**config.mk**
```make
export PLATFORM = sky130hd
export DESIGN_NAME = cache_mem_top
export DESIGN_NICKNAME = d
export VERILOG_FILES = /design/src/design/cache_pkg.sv /design/src/design/cache_mem_top.sv /design/src/design/cache_result.sv /design/src/design/cache_arrays.sv /design/src/design/cache_decode.sv
export SDC_FILE = /design/constraint.sdc
export NUM_CORES = 2
export LEC_CHECK = 0
export ABC_AREA = 0
export BUFFER_PORTS_ARGS = -buffer_cell sky130_fd_sc_hd__buf_2
export CAP_MARGIN = 20
export CORE_ASPECT_RATIO = 1.5
export CORE_MARGIN = 2
export CORE_UTILIZATION = 46
export CTS_CLUSTER_SIZE = 28
export DETAILED_ROUTE_END_ITERATION = 16
export GPL_ROUTABILITY_DRIVEN = 0
export HOLD_SLACK_MARGIN = 0.15
export PLACE_DENSITY_LB_ADDON = 0.3
export SLEW_MARGIN = 40
export SYNTH_ARGS = -nofsm -noshare
export SYNTH_HDL_FRONTEND = slang
export SYNTH_SLANG_ARGS = --single-unit
```
**constraint.sdc**
```tcl
create_clock -name clk_i -period 24.3 [get_ports clk_i]
set_clock_uncertainty 0.2 [all_clocks]
set_input_delay 2.43 -clock clk_i [delete_from_list [all_inputs] [get_ports clk_i]]
set_output_delay 2.43 -clock clk_i [all_outputs]
set_load 0.05 [all_outputs]
```
**src/design/cache_pkg.sv**
```systemverilog
// cache memory block package
// sizes, opcode enum and the request, decoded and response structs
// shared by the decode, execute and result stages

`default_nettype none

package cache_pkg;

  ////////////////////
  // sizes
  ////////////////////

  localparam int XLEN           = 32;   // word width
  localparam int ADDR_BITS      = 16;   // physical address
  localparam int WAYS           = 2;
  localparam int SETS           = 8;
  localparam int BLK_BITS       = 128;  // four words per line
  localparam int IDX_BITS       = 3;
  localparam int OFFS_BITS      = 2;    // word within line
  localparam int BYTE_OFFS_BITS = 2;    // byte within word
  localparam int TAG_BITS       = ADDR_BITS - IDX_BITS - OFFS_BITS - BYTE_OFFS_BITS;
  localparam int WAY_BITS       = 1;

  localparam int BE_BITS        = XLEN / 8;      // byte enables per word
  localparam int LINE_BE_BITS   = BLK_BITS / 8;  // byte enables per line

  ////////////////////
  // opcodes
  ////////////////////

  typedef enum logic [1:0] {
    OP_LOOKUP = 2'd0,  // hit check and line read
    OP_WRITE  = 2'd1,  // word merge on hit
    OP_FILL   = 2'd2   // line install into named way
  } cache_op_e;

  ////////////////////
  // structs
  ////////////////////

  // request from core side
  typedef struct packed {
    cache_op_e             op;
    logic [ADDR_BITS-1:0]  addr;
    logic [XLEN-1:0]       wdata;
    logic [BE_BITS-1:0]    be;
    logic [BLK_BITS-1:0]   fill_line;
    logic [WAY_BITS-1:0]   fill_way;
    logic                  fill_dirty;
  } cache_req_t;

  // request after address split
  typedef struct packed {
    cache_op_e             op;
    logic [TAG_BITS-1:0]   tag;
    logic [IDX_BITS-1:0]   idx;
    logic [OFFS_BITS-1:0]  offs;
    logic [XLEN-1:0]       wdata;
    logic [BE_BITS-1:0]    be;
    logic [BLK_BITS-1:0]   fill_line;
    logic [WAY_BITS-1:0]   fill_way;
    logic                  fill_dirty;
  } cache_dec_t;

  // one response per request, in order
  typedef struct packed {
    cache_op_e             op;
    logic                  hit;
    logic [WAYS-1:0]       ways_hit;
    logic [BLK_BITS-1:0]   line;         // hit way line
    logic                  way_dirty;    // hit way dirty
    logic                  evict_valid;  // fill only
    logic                  evict_dirty;
    logic [TAG_BITS-1:0]   evict_tag;
    logic [BLK_BITS-1:0]   evict_line;
  } cache_rsp_t;

endpackage

`default_nettype wire
```
**src/design/cache_mem_top.sv**
```systemverilog
// cache memory top level
// joins decode, execute and result stages
// one stall line freezes the whole pipe under response back-pressure

`default_nettype none

module cache_mem_top
  import cache_pkg::*;
(
  input  logic       clk_i,
  input  logic       rst_ni,
  input  logic       req_valid_i,
  input  cache_req_t req_i,
  output logic       req_ready_o,
  output logic       rsp_valid_o,
  output cache_rsp_t rsp_o,
  input  logic       rsp_ready_i
);

  logic                          stall;         // response waiting
  logic                          dec_valid;
  cache_dec_t                    dec;
  logic                          exe_valid;
  cache_op_e                     exe_op;
  logic [WAYS-1:0]               ways_hit;
  logic [WAYS-1:0][BLK_BITS-1:0] way_lines;
  logic                          way_dirty;
  logic                          evict_valid;
  logic                          evict_dirty;
  logic [TAG_BITS-1:0]           evict_tag;
  logic [WAY_BITS-1:0]           exe_fill_way;  // fill way of execute stage

  assign stall       = rsp_valid_o & ~rsp_ready_i;
  assign req_ready_o = ~stall;

  cache_decode u_decode (
    .clk_i       ( clk_i       ),
    .rst_ni      ( rst_ni      ),
    .stall_i     ( stall       ),
    .req_valid_i ( req_valid_i ),
    .req_i       ( req_i       ),
    .dec_valid_o ( dec_valid   ),
    .dec_o       ( dec         )
  );

  cache_arrays u_arrays (
    .clk_i          ( clk_i        ),
    .rst_ni         ( rst_ni       ),
    .stall_i        ( stall        ),
    .dec_valid_i    ( dec_valid    ),
    .dec_i          ( dec          ),
    .exe_valid_o    ( exe_valid    ),
    .exe_op_o       ( exe_op       ),
    .ways_hit_o     ( ways_hit     ),
    .way_lines_o    ( way_lines    ),
    .way_dirty_o    ( way_dirty    ),
    .evict_valid_o  ( evict_valid  ),
    .evict_dirty_o  ( evict_dirty  ),
    .evict_tag_o    ( evict_tag    ),
    .exe_fill_way_o ( exe_fill_way )
  );

  cache_result u_result (
    .clk_i         ( clk_i        ),
    .rst_ni        ( rst_ni       ),
    .stall_i       ( stall        ),
    .exe_valid_i   ( exe_valid    ),
    .exe_op_i      ( exe_op       ),
    .ways_hit_i    ( ways_hit     ),
    .way_lines_i   ( way_lines    ),
    .way_dirty_i   ( way_dirty    ),
    .evict_valid_i ( evict_valid  ),
    .evict_dirty_i ( evict_dirty  ),
    .evict_tag_i   ( evict_tag    ),
    .fill_way_i    ( exe_fill_way ),
    .rsp_valid_o   ( rsp_valid_o  ),
    .rsp_o         ( rsp_o        )
  );

endmodule

`default_nettype wire

```
**src/design/cache_result.sv**
```systemverilog
// cache result stage
// and-or mux of the hit way line, victim line select for fills
// and the response register held under back-pressure

`default_nettype none

module cache_result
  import cache_pkg::*;
(
  input  logic                           clk_i,
  input  logic                           rst_ni,
  input  logic                           stall_i,
  input  logic                           exe_valid_i,
  input  cache_op_e                      exe_op_i,
  input  logic [WAYS-1:0]                ways_hit_i,
  input  logic [WAYS-1:0][BLK_BITS-1:0]  way_lines_i,
  input  logic                           way_dirty_i,
  input  logic                           evict_valid_i,
  input  logic                           evict_dirty_i,
  input  logic [TAG_BITS-1:0]            evict_tag_i,
  input  logic [WAY_BITS-1:0]            fill_way_i,
  output logic                           rsp_valid_o,
  output cache_rsp_t                     rsp_o
);

  logic                is_fill;
  logic [BLK_BITS-1:0] line_sel;  // hit way line
  cache_rsp_t          rsp_d;

  assign is_fill = (exe_op_i == OP_FILL);

  // and-or mux, zero on miss
  always_comb
  begin
    line_sel = '0;
    for (int w = 0; w < WAYS; w++)
      line_sel = line_sel | (way_lines_i[w] & {BLK_BITS{ways_hit_i[w]}});
  end

  ////////////////////
  // response build
  ////////////////////

  always_comb
  begin
    rsp_d.op          = exe_op_i;
    rsp_d.hit         = |ways_hit_i;
    rsp_d.ways_hit    = ways_hit_i;
    rsp_d.line        = line_sel;
    rsp_d.way_dirty   = way_dirty_i;
    // evict fields only carry data for a fill
    rsp_d.evict_valid = is_fill & evict_valid_i;
    rsp_d.evict_dirty = is_fill & evict_dirty_i;
    rsp_d.evict_tag   = is_fill ? evict_tag_i : '0;
    rsp_d.evict_line  = is_fill ? way_lines_i[fill_way_i] : '0;  // old line, read-first
  end

  always_ff @(posedge clk_i or negedge rst_ni)
  begin
    if (!rst_ni)
      rsp_valid_o <= 1'b0;
    else if (!stall_i)
      rsp_valid_o <= exe_valid_i;
  end

  always_ff @(posedge clk_i)
  begin
    if (!stall_i)
      rsp_o <= rsp_d;  // held while waiting for consumer
  end

  // pending response must not move until consumed
  a_rsp_stable : assert property (
    @(posedge clk_i) disable iff (!rst_ni)
    stall_i |=> (rsp_valid_o && $stable(rsp_o))
  );

endmodule

`default_nettype wire

```
**src/design/cache_arrays.sv**
```systemverilog
// cache execute stage
// tag, valid and dirty flip-flops with per-way tag compare
// byte-enable data array with read-first synchronous read
// captures the victim state of a fill before it is replaced

`default_nettype none

module cache_arrays
  import cache_pkg::*;
(
  input  logic                           clk_i,
  input  logic                           rst_ni,
  input  logic                           stall_i,
  input  logic                           dec_valid_i,
  input  cache_dec_t                     dec_i,
  output logic                           exe_valid_o,
  output cache_op_e                      exe_op_o,
  output logic [WAYS-1:0]                ways_hit_o,
  output logic [WAYS-1:0][BLK_BITS-1:0]  way_lines_o,
  output logic                           way_dirty_o,
  output logic                           evict_valid_o,
  output logic                           evict_dirty_o,
  output logic [TAG_BITS-1:0]            evict_tag_o,
  output logic [WAY_BITS-1:0]            exe_fill_way_o
);

  logic                               advance;     // execute cycle ends this edge
  logic                               is_write;
  logic                               is_fill;
  logic [WAYS-1:0]                    way_hit;     // compare result
  logic [WAYS-1:0]                    fill_sel;    // fill into this way
  logic [WAYS-1:0]                    wr_sel;      // write hit in this way
  logic [WAYS-1:0]                    cur_valid;   // state at dec_i.idx
  logic [WAYS-1:0]                    cur_dirty;
  logic [WAYS-1:0][TAG_BITS-1:0]      cur_tag;
  logic [LINE_BE_BITS-1:0]            dat_be;
  logic [BLK_BITS-1:0]                dat_in;

  assign advance  = dec_valid_i & ~stall_i;          // no writes while frozen
  assign is_write = (dec_i.op == OP_WRITE);
  assign is_fill  = (dec_i.op == OP_FILL);

  ////////////////////
  // write data path
  ////////////////////

  always_comb
  begin
    if (is_fill)
    begin
      dat_be = '1;                                   // whole line
      dat_in = dec_i.fill_line;
    end
    else
    begin
      dat_be = '0;
      dat_be[dec_i.offs*BE_BITS +: BE_BITS] = dec_i.be;  // word slot only
      dat_in = {(BLK_BITS/XLEN){dec_i.wdata}};           // replicate word
    end
  end

  ////////////////////
  // per-way storage
  ////////////////////

  for (genvar w = 0; w < WAYS; w++)
  begin : g_way
    logic [TAG_BITS-1:0] tag_q [SETS];
    logic [SETS-1:0]     valid_q;
    logic [SETS-1:0]     dirty_q;
    logic [BLK_BITS-1:0] mem   [SETS];
    logic [BLK_BITS-1:0] rd_q;                       // read port register

    assign cur_valid[w] = valid_q[dec_i.idx];
    assign cur_dirty[w] = valid_q[dec_i.idx] & dirty_q[dec_i.idx];
    assign cur_tag[w]   = tag_q[dec_i.idx];
    assign way_hit[w]   = cur_valid[w] & (cur_tag[w] == dec_i.tag);

    assign fill_sel[w] = advance & is_fill & (int'(dec_i.fill_way) == w);
    assign wr_sel[w]   = advance & is_write & way_hit[w];  // miss writes nothing

    always_ff @(posedge clk_i or negedge rst_ni)
    begin
      if (!rst_ni)
      begin
        valid_q <= '0;
        dirty_q <= '0;
      end
      else if (fill_sel[w])
      begin
        valid_q[dec_i.idx] <= 1'b1;
        dirty_q[dec_i.idx] <= dec_i.fill_dirty;
      end
      else if (wr_sel[w])
        dirty_q[dec_i.idx] <= 1'b1;                  // written line is dirty
    end

    always_ff @(posedge clk_i)
    begin
      if (fill_sel[w])
        tag_q[dec_i.idx] <= dec_i.tag;
    end

    // read and write share the edge, read sees old contents
    always_ff @(posedge clk_i)
    begin
      for (int b = 0; b < LINE_BE_BITS; b++)
      begin
        if ((fill_sel[w] | wr_sel[w]) & dat_be[b])
          mem[dec_i.idx][b*8 +: 8] <= dat_in[b*8 +: 8];
      end
      if (!stall_i)
        rd_q <= mem[dec_i.idx];
    end

    assign way_lines_o[w] = rd_q;
  end

  ////////////////////
  // stage register
  ////////////////////

  always_ff @(posedge clk_i or negedge rst_ni)
  begin
    if (!rst_ni)
      exe_valid_o <= 1'b0;
    else if (!stall_i)
      exe_valid_o <= dec_valid_i;
  end

  always_ff @(posedge clk_i)
  begin
    if (!stall_i)
    begin
      exe_op_o       <= dec_i.op;
      ways_hit_o     <= way_hit;
      way_dirty_o    <= |(way_hit & cur_dirty);      // dirty of the hit way
      evict_valid_o  <= cur_valid[dec_i.fill_way];   // victim before overwrite
      evict_dirty_o  <= cur_dirty[dec_i.fill_way];
      evict_tag_o    <= cur_tag[dec_i.fill_way];
      exe_fill_way_o <= dec_i.fill_way;
    end
  end

  // one tag per set at most, kept by the fill path over time
  a_hit_onehot : assert property (
    @(posedge clk_i) disable iff (!rst_ni)
    dec_valid_i |-> $onehot0(way_hit)
  );

  // fill must name a known, existing way
  a_fill_way_range : assert property (
    @(posedge clk_i) disable iff (!rst_ni)
    (dec_valid_i && is_fill) |->
      (!$isunknown(dec_i.fill_way) && (int'(dec_i.fill_way) < WAYS))
  );

endmodule

`default_nettype wire

```
**src/design/cache_decode.sv**
```systemverilog
// cache decode stage
// registers each accepted request and splits the address
// into tag, set index and word offset

`default_nettype none

module cache_decode
  import cache_pkg::*;
(
  input  logic       clk_i,
  input  logic       rst_ni,
  input  logic       stall_i,
  input  logic       req_valid_i,
  input  cache_req_t req_i,
  output logic       dec_valid_o,
  output cache_dec_t dec_o
);

  cache_dec_t dec_d;  // split fields, next value

  ////////////////////
  // address split
  ////////////////////

  always_comb
  begin
    dec_d.op         = req_i.op;
    dec_d.tag        = req_i.addr[ADDR_BITS-1 -: TAG_BITS];           // upper bits
    dec_d.idx        = req_i.addr[BYTE_OFFS_BITS+OFFS_BITS +: IDX_BITS];
    dec_d.offs       = req_i.addr[BYTE_OFFS_BITS +: OFFS_BITS];       // byte offs dropped
    dec_d.wdata      = req_i.wdata;
    dec_d.be         = req_i.be;
    dec_d.fill_line  = req_i.fill_line;
    dec_d.fill_way   = req_i.fill_way;
    dec_d.fill_dirty = req_i.fill_dirty;
  end

  ////////////////////
  // stage register
  ////////////////////

  always_ff @(posedge clk_i or negedge rst_ni)
  begin
    if (!rst_ni)
      dec_valid_o <= 1'b0;
    else if (!stall_i)
      dec_valid_o <= req_valid_i;  // bubble when no request
  end

  always_ff @(posedge clk_i)
  begin
    if (!stall_i)
      dec_o <= dec_d;  // hold under stall
  end

  // accepted request must carry a legal opcode
  a_req_op_known : assert property (
    @(posedge clk_i) disable iff (!rst_ni)
    (req_valid_i && !stall_i) |->
      (!$isunknown(req_i.op) && (req_i.op inside {OP_LOOKUP, OP_WRITE, OP_FILL}))
  );

endmodule

`default_nettype wire

```
; ---- Word-level counts from Yosys, hierarchy flattened
; Memories as Yosys holds them, arrays and structs flattened. A register that Yosys moved wholly into a read port is not among the register bits.
; Cells that the tools add are included.
[op_classes]
addsub = 1
n_lt_le_gt_ge = 4
n_eq_ne = 5
shifts = 2
mux = 96
bitwise = 60
reduce_logical = 7
[op_table]
columns = cell, count
row1 = $mux W128, 3
row2 = $and A128 B128 Y128, 2
row3 = $or A128 B128 Y128, 1
row4 = $mux W1, 77
row5 = $and A1 B1 Y1, 46
row6 = $neg A4 Y34, 1
row7 = $shift A4 B34 Y16 const A, 1
row8 = $shiftx A4 B34 Y16, 1
row9 = $mux W8, 4
row10 = $or A8 B8 Y8, 4
row11 = $eq A9 B9 Y1, 2
row12 = $mux W9, 2
row13 = $and A16 B16 Y16, 1
row14 = $bwmux W8, 2
row15 = $mux W16, 1
row16 = $bmux W1 S3, 4
row17 = $mux W3, 2
row18 = $eq A2 B2 Y1 const B, 2
row19 = $lt A1 B2 Y1 const B, 2
row20 = $lt A3 B4 Y1 const B, 1
row21 = $reduce_bool A2 Y1, 2
row22 = $reduce_or A2 Y1, 2
row23 = $demux W1 S3, 1
row24 = $ge A3 B1 Y1 const B, 1
row25 = 6 further kinds, 10
[totals]
register_bits = 507
ram_bits = 2192
inputBits = 188
output_inout_bits = 275
wordCells = 211
n_memories = 4
[mem_list]
columns = memory, depth, word_bits, rd, rd_clocked_by_memory_dff, wr, line
row1 = u_arrays.g_way[0].mem, 8, 128, 1, 1, 1, cache_arrays.sv:71  ; logic [BLK_BITS-1:0] mem [SETS];
row2 = u_arrays.g_way[1].mem, 8, 128, 1, 1, 1, cache_arrays.sv:71
row3 = u_arrays.g_way[0].tag_q, 8, 9, 1, 1, 1, cache_arrays.sv:68  ; logic [TAG_BITS-1:0] tag_q [SETS];
row4 = u_arrays.g_way[1].tag_q, 8, 9, 1, 1, 1, cache_arrays.sv:68

; ---- Logic depth before layout (Yosys ltp)
[depth]
word_depth = 10
mapped_depth = 12
depth_no_buf = 7

; ---- Cells and area by module
; A second synthesis with hierarchy kept.
[hier_totals]
hier_cells = 5915
hier_area_um2 = 107864.7
[modules_own_cells]
columns = mod, n_inst, cells_per_inst, area_each_um2, seq_area_each_um2
row1 = cache_arrays, 1, 4997, 90419.2, 74846.8
row2 = cache_result, 1, 731, 11923.9, 8222.9
row3 = cache_decode, 1, 185, 5509.0, 5490.3
row4 = cache_mem_top, 1, 2, 12.5, 0.0

; ---- Worst setup path before layout
; No wires, ideal clock.
[synth_path]
kind = input -> register
start = input port rsp_ready_i
end = memory u_arrays.g_way[1].mem[7][0], enable pin
setup_ns = 0.383
arrival_time_ns = 28.396
t_required_ns = 23.717
path_slack_ns = -4.680
path_stages = 7
n_path_buf = 3
cell_sequence = nand2b_1 > clkbuf_1 > nand4_1 > o31a_1 > buf_2 > buf_2 > nor3_1
[synth_via]
elab_chain_cells = 10
word_cells_on_any_way = 12
classes_between = mux: 2 / bitwise: 10
[synth_lines]
columns = element, line
row1 = from (decl), cache_mem_top.sv:17  ; input logic rsp_ready_i
row2 = $not A1 Y1 (*), cache_mem_top.sv:33  ; assign stall = rsp_valid_o & ~rsp_ready_i;
row3 = $and A1 B1 Y1 (*), cache_mem_top.sv:33
row4 = $not A1 Y1 (*), n/a
row5 = net req_ready_o, cache_mem_top.sv:14  ; output logic req_ready_o,
row6 = $and A1 B1 Y1 (*), cache_arrays.sv:39  ; assign advance = dec_valid_i & ~stall_i;
row7 = "$and A1 B1 Y1, on equally long branches (2 in series)", "cache_arrays.sv:79, cache_arrays.sv:80"
row8 = $or A1 B1 Y1 (*), cache_arrays.sv:109  ; if ((fill_sel[w] | wr_sel[w]) & dat_be[b])
row9 = $and A1 B1 Y1 (*), cache_arrays.sv:109
row10 = $mux W1 (*), cache_arrays.sv:109
row11 = $mux W1 (not written as such) (*), cache_arrays.sv:110  ; mem[dec_i.idx][b*8 +: 8] <= dat_in[b*8 +: 8];
row12 = to (decl), cache_arrays.sv:71
; The timed path passes the listed nets; every way through them passes the cells marked *.

; ---- Worst setup path in the final report
[layout_path]
start = input port rsp_ready_i
end = memory u_arrays.g_way[0].mem[4][62], enable pin
[layout_via]
elab_chain_cells = 10
word_cells_on_any_way = 12
classes_between = mux: 2 / bitwise: 10
[layout_lines]
columns = element, line
row1 = $not A1 Y1 (*), cache_mem_top.sv:33
row2 = $and A1 B1 Y1 (*), cache_mem_top.sv:33
row3 = $not A1 Y1 (*), cache_arrays.sv:39
row4 = $and A1 B1 Y1 (*), cache_arrays.sv:39
row5 = "$and A1 B1 Y1, on equally long branches (2 in series)", "cache_arrays.sv:79, cache_arrays.sv:80"
row6 = $or A1 B1 Y1 (*), cache_arrays.sv:109
row7 = $and A1 B1 Y1 (*), cache_arrays.sv:109
row8 = $mux W1 (*), cache_arrays.sv:109
row9 = $mux W1 (not written as such) (*), cache_arrays.sv:110
row10 = to (decl), cache_arrays.sv:71
; Every way passes the cells marked *; elsewhere a longest branch is shown, timed or not.

==> summary.md <==
| Metric | Value |
|---|---|
| Run status | completed |
| Relative slew margins | 0.401 |
| Root buffer cell | clkbuf_16 |
| Final core occ | 0.532 |
| Largest net degree at the start of global routing | 172 |
| Layout cell share with drive strength beyond 1 | 0.189 |
| PD cells | 102 mW/mm² |
| Area of the multi-input gates | 0.0178 mm² |
| Final setup viols | 0 |
| Highest clock rate | 166 MHz |
| Max_cap viols | 0 |
| Post-synth EDFFs | 2920 |
| Die extent in x | 398 µm |
| TritonCTS Sinks | 2958 |
| Most common cell after layout, fill and taps aside | edfxtp_1 |
| DR iter-0 viols | 8182 |
| Setup ws final | 18.29 ns |
| Net Count, Synth | 6130 |
| CTS buffer count | 280 |
| H-tree depth | 5 |
| FILL cells | 18300 |
| Hold Path Class | reg -> reg |
| Die Height | 596 µm |
| Storage cell area | 0.0886 mm² |
| Die area | 0.237 mm² |
| Initial Util | 0.462 |
| Clock Latency Late Sink | 0.89 ns |
| Area delta synth->final | 15.3% |
| Post-Synthesis Cell Area | 0.107 mm² |
| Yosys warning count | 0 |
| Ys async rst share | 0.0118 |
| IO buf count | 460 |
| Antenna Nets Post-Route | 0 |
| Row cnt | 217 |
| GR Overflow Total | 0 |
| CP Launch Type | input pin |
| Endpoint type of the worst setup path | flop |
| Register area share after synthesis | 0.826 |
| Hold-fix buffers, CTS | 0 |
| WP data arrival | 6.26 ns |
| R2R cell count | 10 |
| Highest-count cells in the layout ignoring fill and taps | 2920 x edfxtp_1, 1050 x a22oi_1, 459 x buf_2 |
| Post-CTS Resized | 0 |
| Vias per cell | 6.10 |
| Syn_area_per_cell | 18.1 µm² |
| Prevailing post-synth register cell | edfxtp_1 |
| First-pass GRT wire length | 424000 µm |
| Wire per inst | 30.8 µm |
| Fin crit period | 6.01 ns |
| Detail Placement HPWL | 185000 µm |
| Total Nets Final | 6724 |
| Post-synth cell types | 57 |
| RSZ-0062 raised after global routing | no |
| Setup CP Type | in -> reg |
| Gate Count Post-Synth | 5938 |
| Hold Path Stages | 0 |
| GRT Util Overall | 0.249 |
| Worst slew pin tran | 0.899 ns |
| IR drop worst, VDD | 0.0763 mV |
| Core ar. | 0.232 mm² |
| Initial antenna violation count | 20 |
| Clk buf depth | 4 |
| Pre-CTS setup slack | 17.23 ns |
| Maximum fanout along the worst path | 54 |
| Period utilization | 0.247 |
| Clock-pin slew on the worst setup and hold paths | 0.06 ns |
| Max-slew violations | 0 |
| Setup Fix Bufs, Post-CTS | 0 |
| Seq cells post-synth | 2958 |
| Leak | 0.0412 µW |
| Final wirelength | 302000 µm |
| Routed vias | 59900 |
| CTS tree | yes |
| # DRC | 0 |
| Detailed Routing Iterations Pass 1 | 5 |
| Final hold violation count | 0 |
| Number of global-route vias before repair | 58600 |
| Top-Level Pins | 463 |
| WP data required | 24.55 ns |
| Setup_tns | 0 ns |
==> worst paths after layout <==
check / start / endpoint / slack (ns)
max in group asynchronous: rst_ni / u_arrays.g_way[1].dirty_q[5] / 22.20
min in group asynchronous: rst_ni / u_result.rsp_valid_o / 1.32
hold / removal: u_arrays.way_dirty_o / u_result.rsp_o[139] / 0.23
setup reg to reg: u_decode.dec_o[169] / u_arrays.g_way[1].mem[3][75] / 19.06
hold reg to reg: u_arrays.way_dirty_o / u_result.rsp_o[139] / 0.23
setup / recovery: rsp_ready_i / u_arrays.g_way[0].mem[4][62] / 18.29
==> stage by stage <==
stage / hold WS, ns / power [µW] / instances / instance area [µm²]
5_1_grt: 0.243 / 13000 / 9810 / 124000
3_3_place_gp: 0.208 / 8350 / 9300 / 114000
3_5_place_dp: 0.212 / 8390 / 9309 / 114000
2_1_floorplan: 0.200 / 7690 / 5938 / 107000
6_report: 0.231 / 12600 / 9819 / 124000
4_1_cts: 0.228 / 12700 / 9802 / 123000
==> sequential cells by signal (all words and copies together) (netlist names), named ones only <==
signal,count
u_arrays.evict_dirty_o,1
u_arrays.evict_tag_o,9
u_arrays.evict_valid_o,1
u_arrays.exe_fill_way_o,1
u_arrays.exe_op_o,2
u_arrays.exe_valid_o,1
u_arrays.g_way.dirty_q,16
u_arrays.g_way.mem,2048
u_arrays.g_way.rd_q,256
u_arrays.g_way.tag_q,144
u_arrays.g_way.valid_q,16
u_arrays.way_dirty_o,1
u_arrays.ways_hit_o,2
u_decode.dec_o,182
u_decode.dec_valid_o,1
u_result.rsp_o,273
u_result.rsp_valid_o,1
==> area by class of cell <==
class                   count  area share
diodes                     10    0.000202
clock buffers             343      0.0609
clock inverters           150      0.0107
inverters                  10    0.000303
multi-input cells        2582       0.144
flip-flops and latches   2958       0.716
well taps                3066      0.0310
repair buffers            700      0.0364
==> cells in the mapped netlist (all sizes together), types with 2 or more instances <==
master / n / share of area
nor3b: 2 / 0.00014
or2: 19 / 0.0011
mux2: 6 / 0.00063
and2: 16 / 0.00093
mux4: 15 / 0.0031
a2111oi: 2 / 0.00016
nor2: 260 / 0.0091
edfxtp: 2920 / 0.82
and3: 2 / 0.00012
a21oi: 49 / 0.0026
nand3b: 6 / 0.00042
mux2i: 179 / 0.017
a31oi: 2 / 0.00012
nand2: 319 / 0.011
a221oi: 2 / 0.00016
nand4: 259 / 0.015
a22o: 132 / 0.011
a21bo: 2 / 0.00019
inv: 10 / 0.00035
o21ai: 17 / 0.00079
xor2: 2 / 0.00016
or4: 2 / 0.00014
nor2b: 13 / 0.00076
nor4: 4 / 0.00037
nor3: 177 / 0.0083
nand2b: 6 / 0.00035
dfrtp: 35 / 0.0082
dfxtp: 3 / 0.00056
ha: 4 / 0.00047
xnor2: 9 / 0.00073
nand3: 8 / 0.00037
buf: 48 / 0.0021
a22oi: 1050 / 0.073
clkbuf: 340 / 0.012
==> cell families after synthesis <==
| family | Yosys count | synth area share |
|---|---|---|
| AOI/OAI and AO/OA | 1268 | 0.0892 |
| xor gates and xnor gates | 11 | 0.000898 |
| adders and majority gates | 4 | 0.000466 |
| buffers and inverters | 398 | 0.0144 |
| DFF | 2958 | 0.826 |
| muxes | 200 | 0.0205 |
| and+or+nand+nor | 1099 | 0.0488 |
==> critical path: stages <==
cell and delay, ns:
buf_2 0.08, nand2b_4 0.25, buf_4 0.60, nand4_1 0.70, nor2_2 0.65, buf_4 0.26, a21oi_4 0.04, buf_4 0.33
nor2_1 0.78
==> power by group <==
| group | leakage [µW] | internal, µW | switching [µW] |
|---|---|---|---|
| combinational | 0.00907 | 401 | 1500 |
| clock | 0.00432 | 2440 | 1870 |
| sequential | 0.0278 | 6220 | 175 |
==> metal layers <==
layer | vias to the layer above | GRT usage | routed length [µm]
met5 | - | 0 | 22
met4 | 4 | 0.0899 | 11400
met3 | 520 | 0.0470 | 28800
met2 | 3403 | 0.396 | 144000
met1 | 30600 | 0.345 | 118000
li1 | 25400 | - | -
No activity file was read; power rests on OpenSTA's default activity.
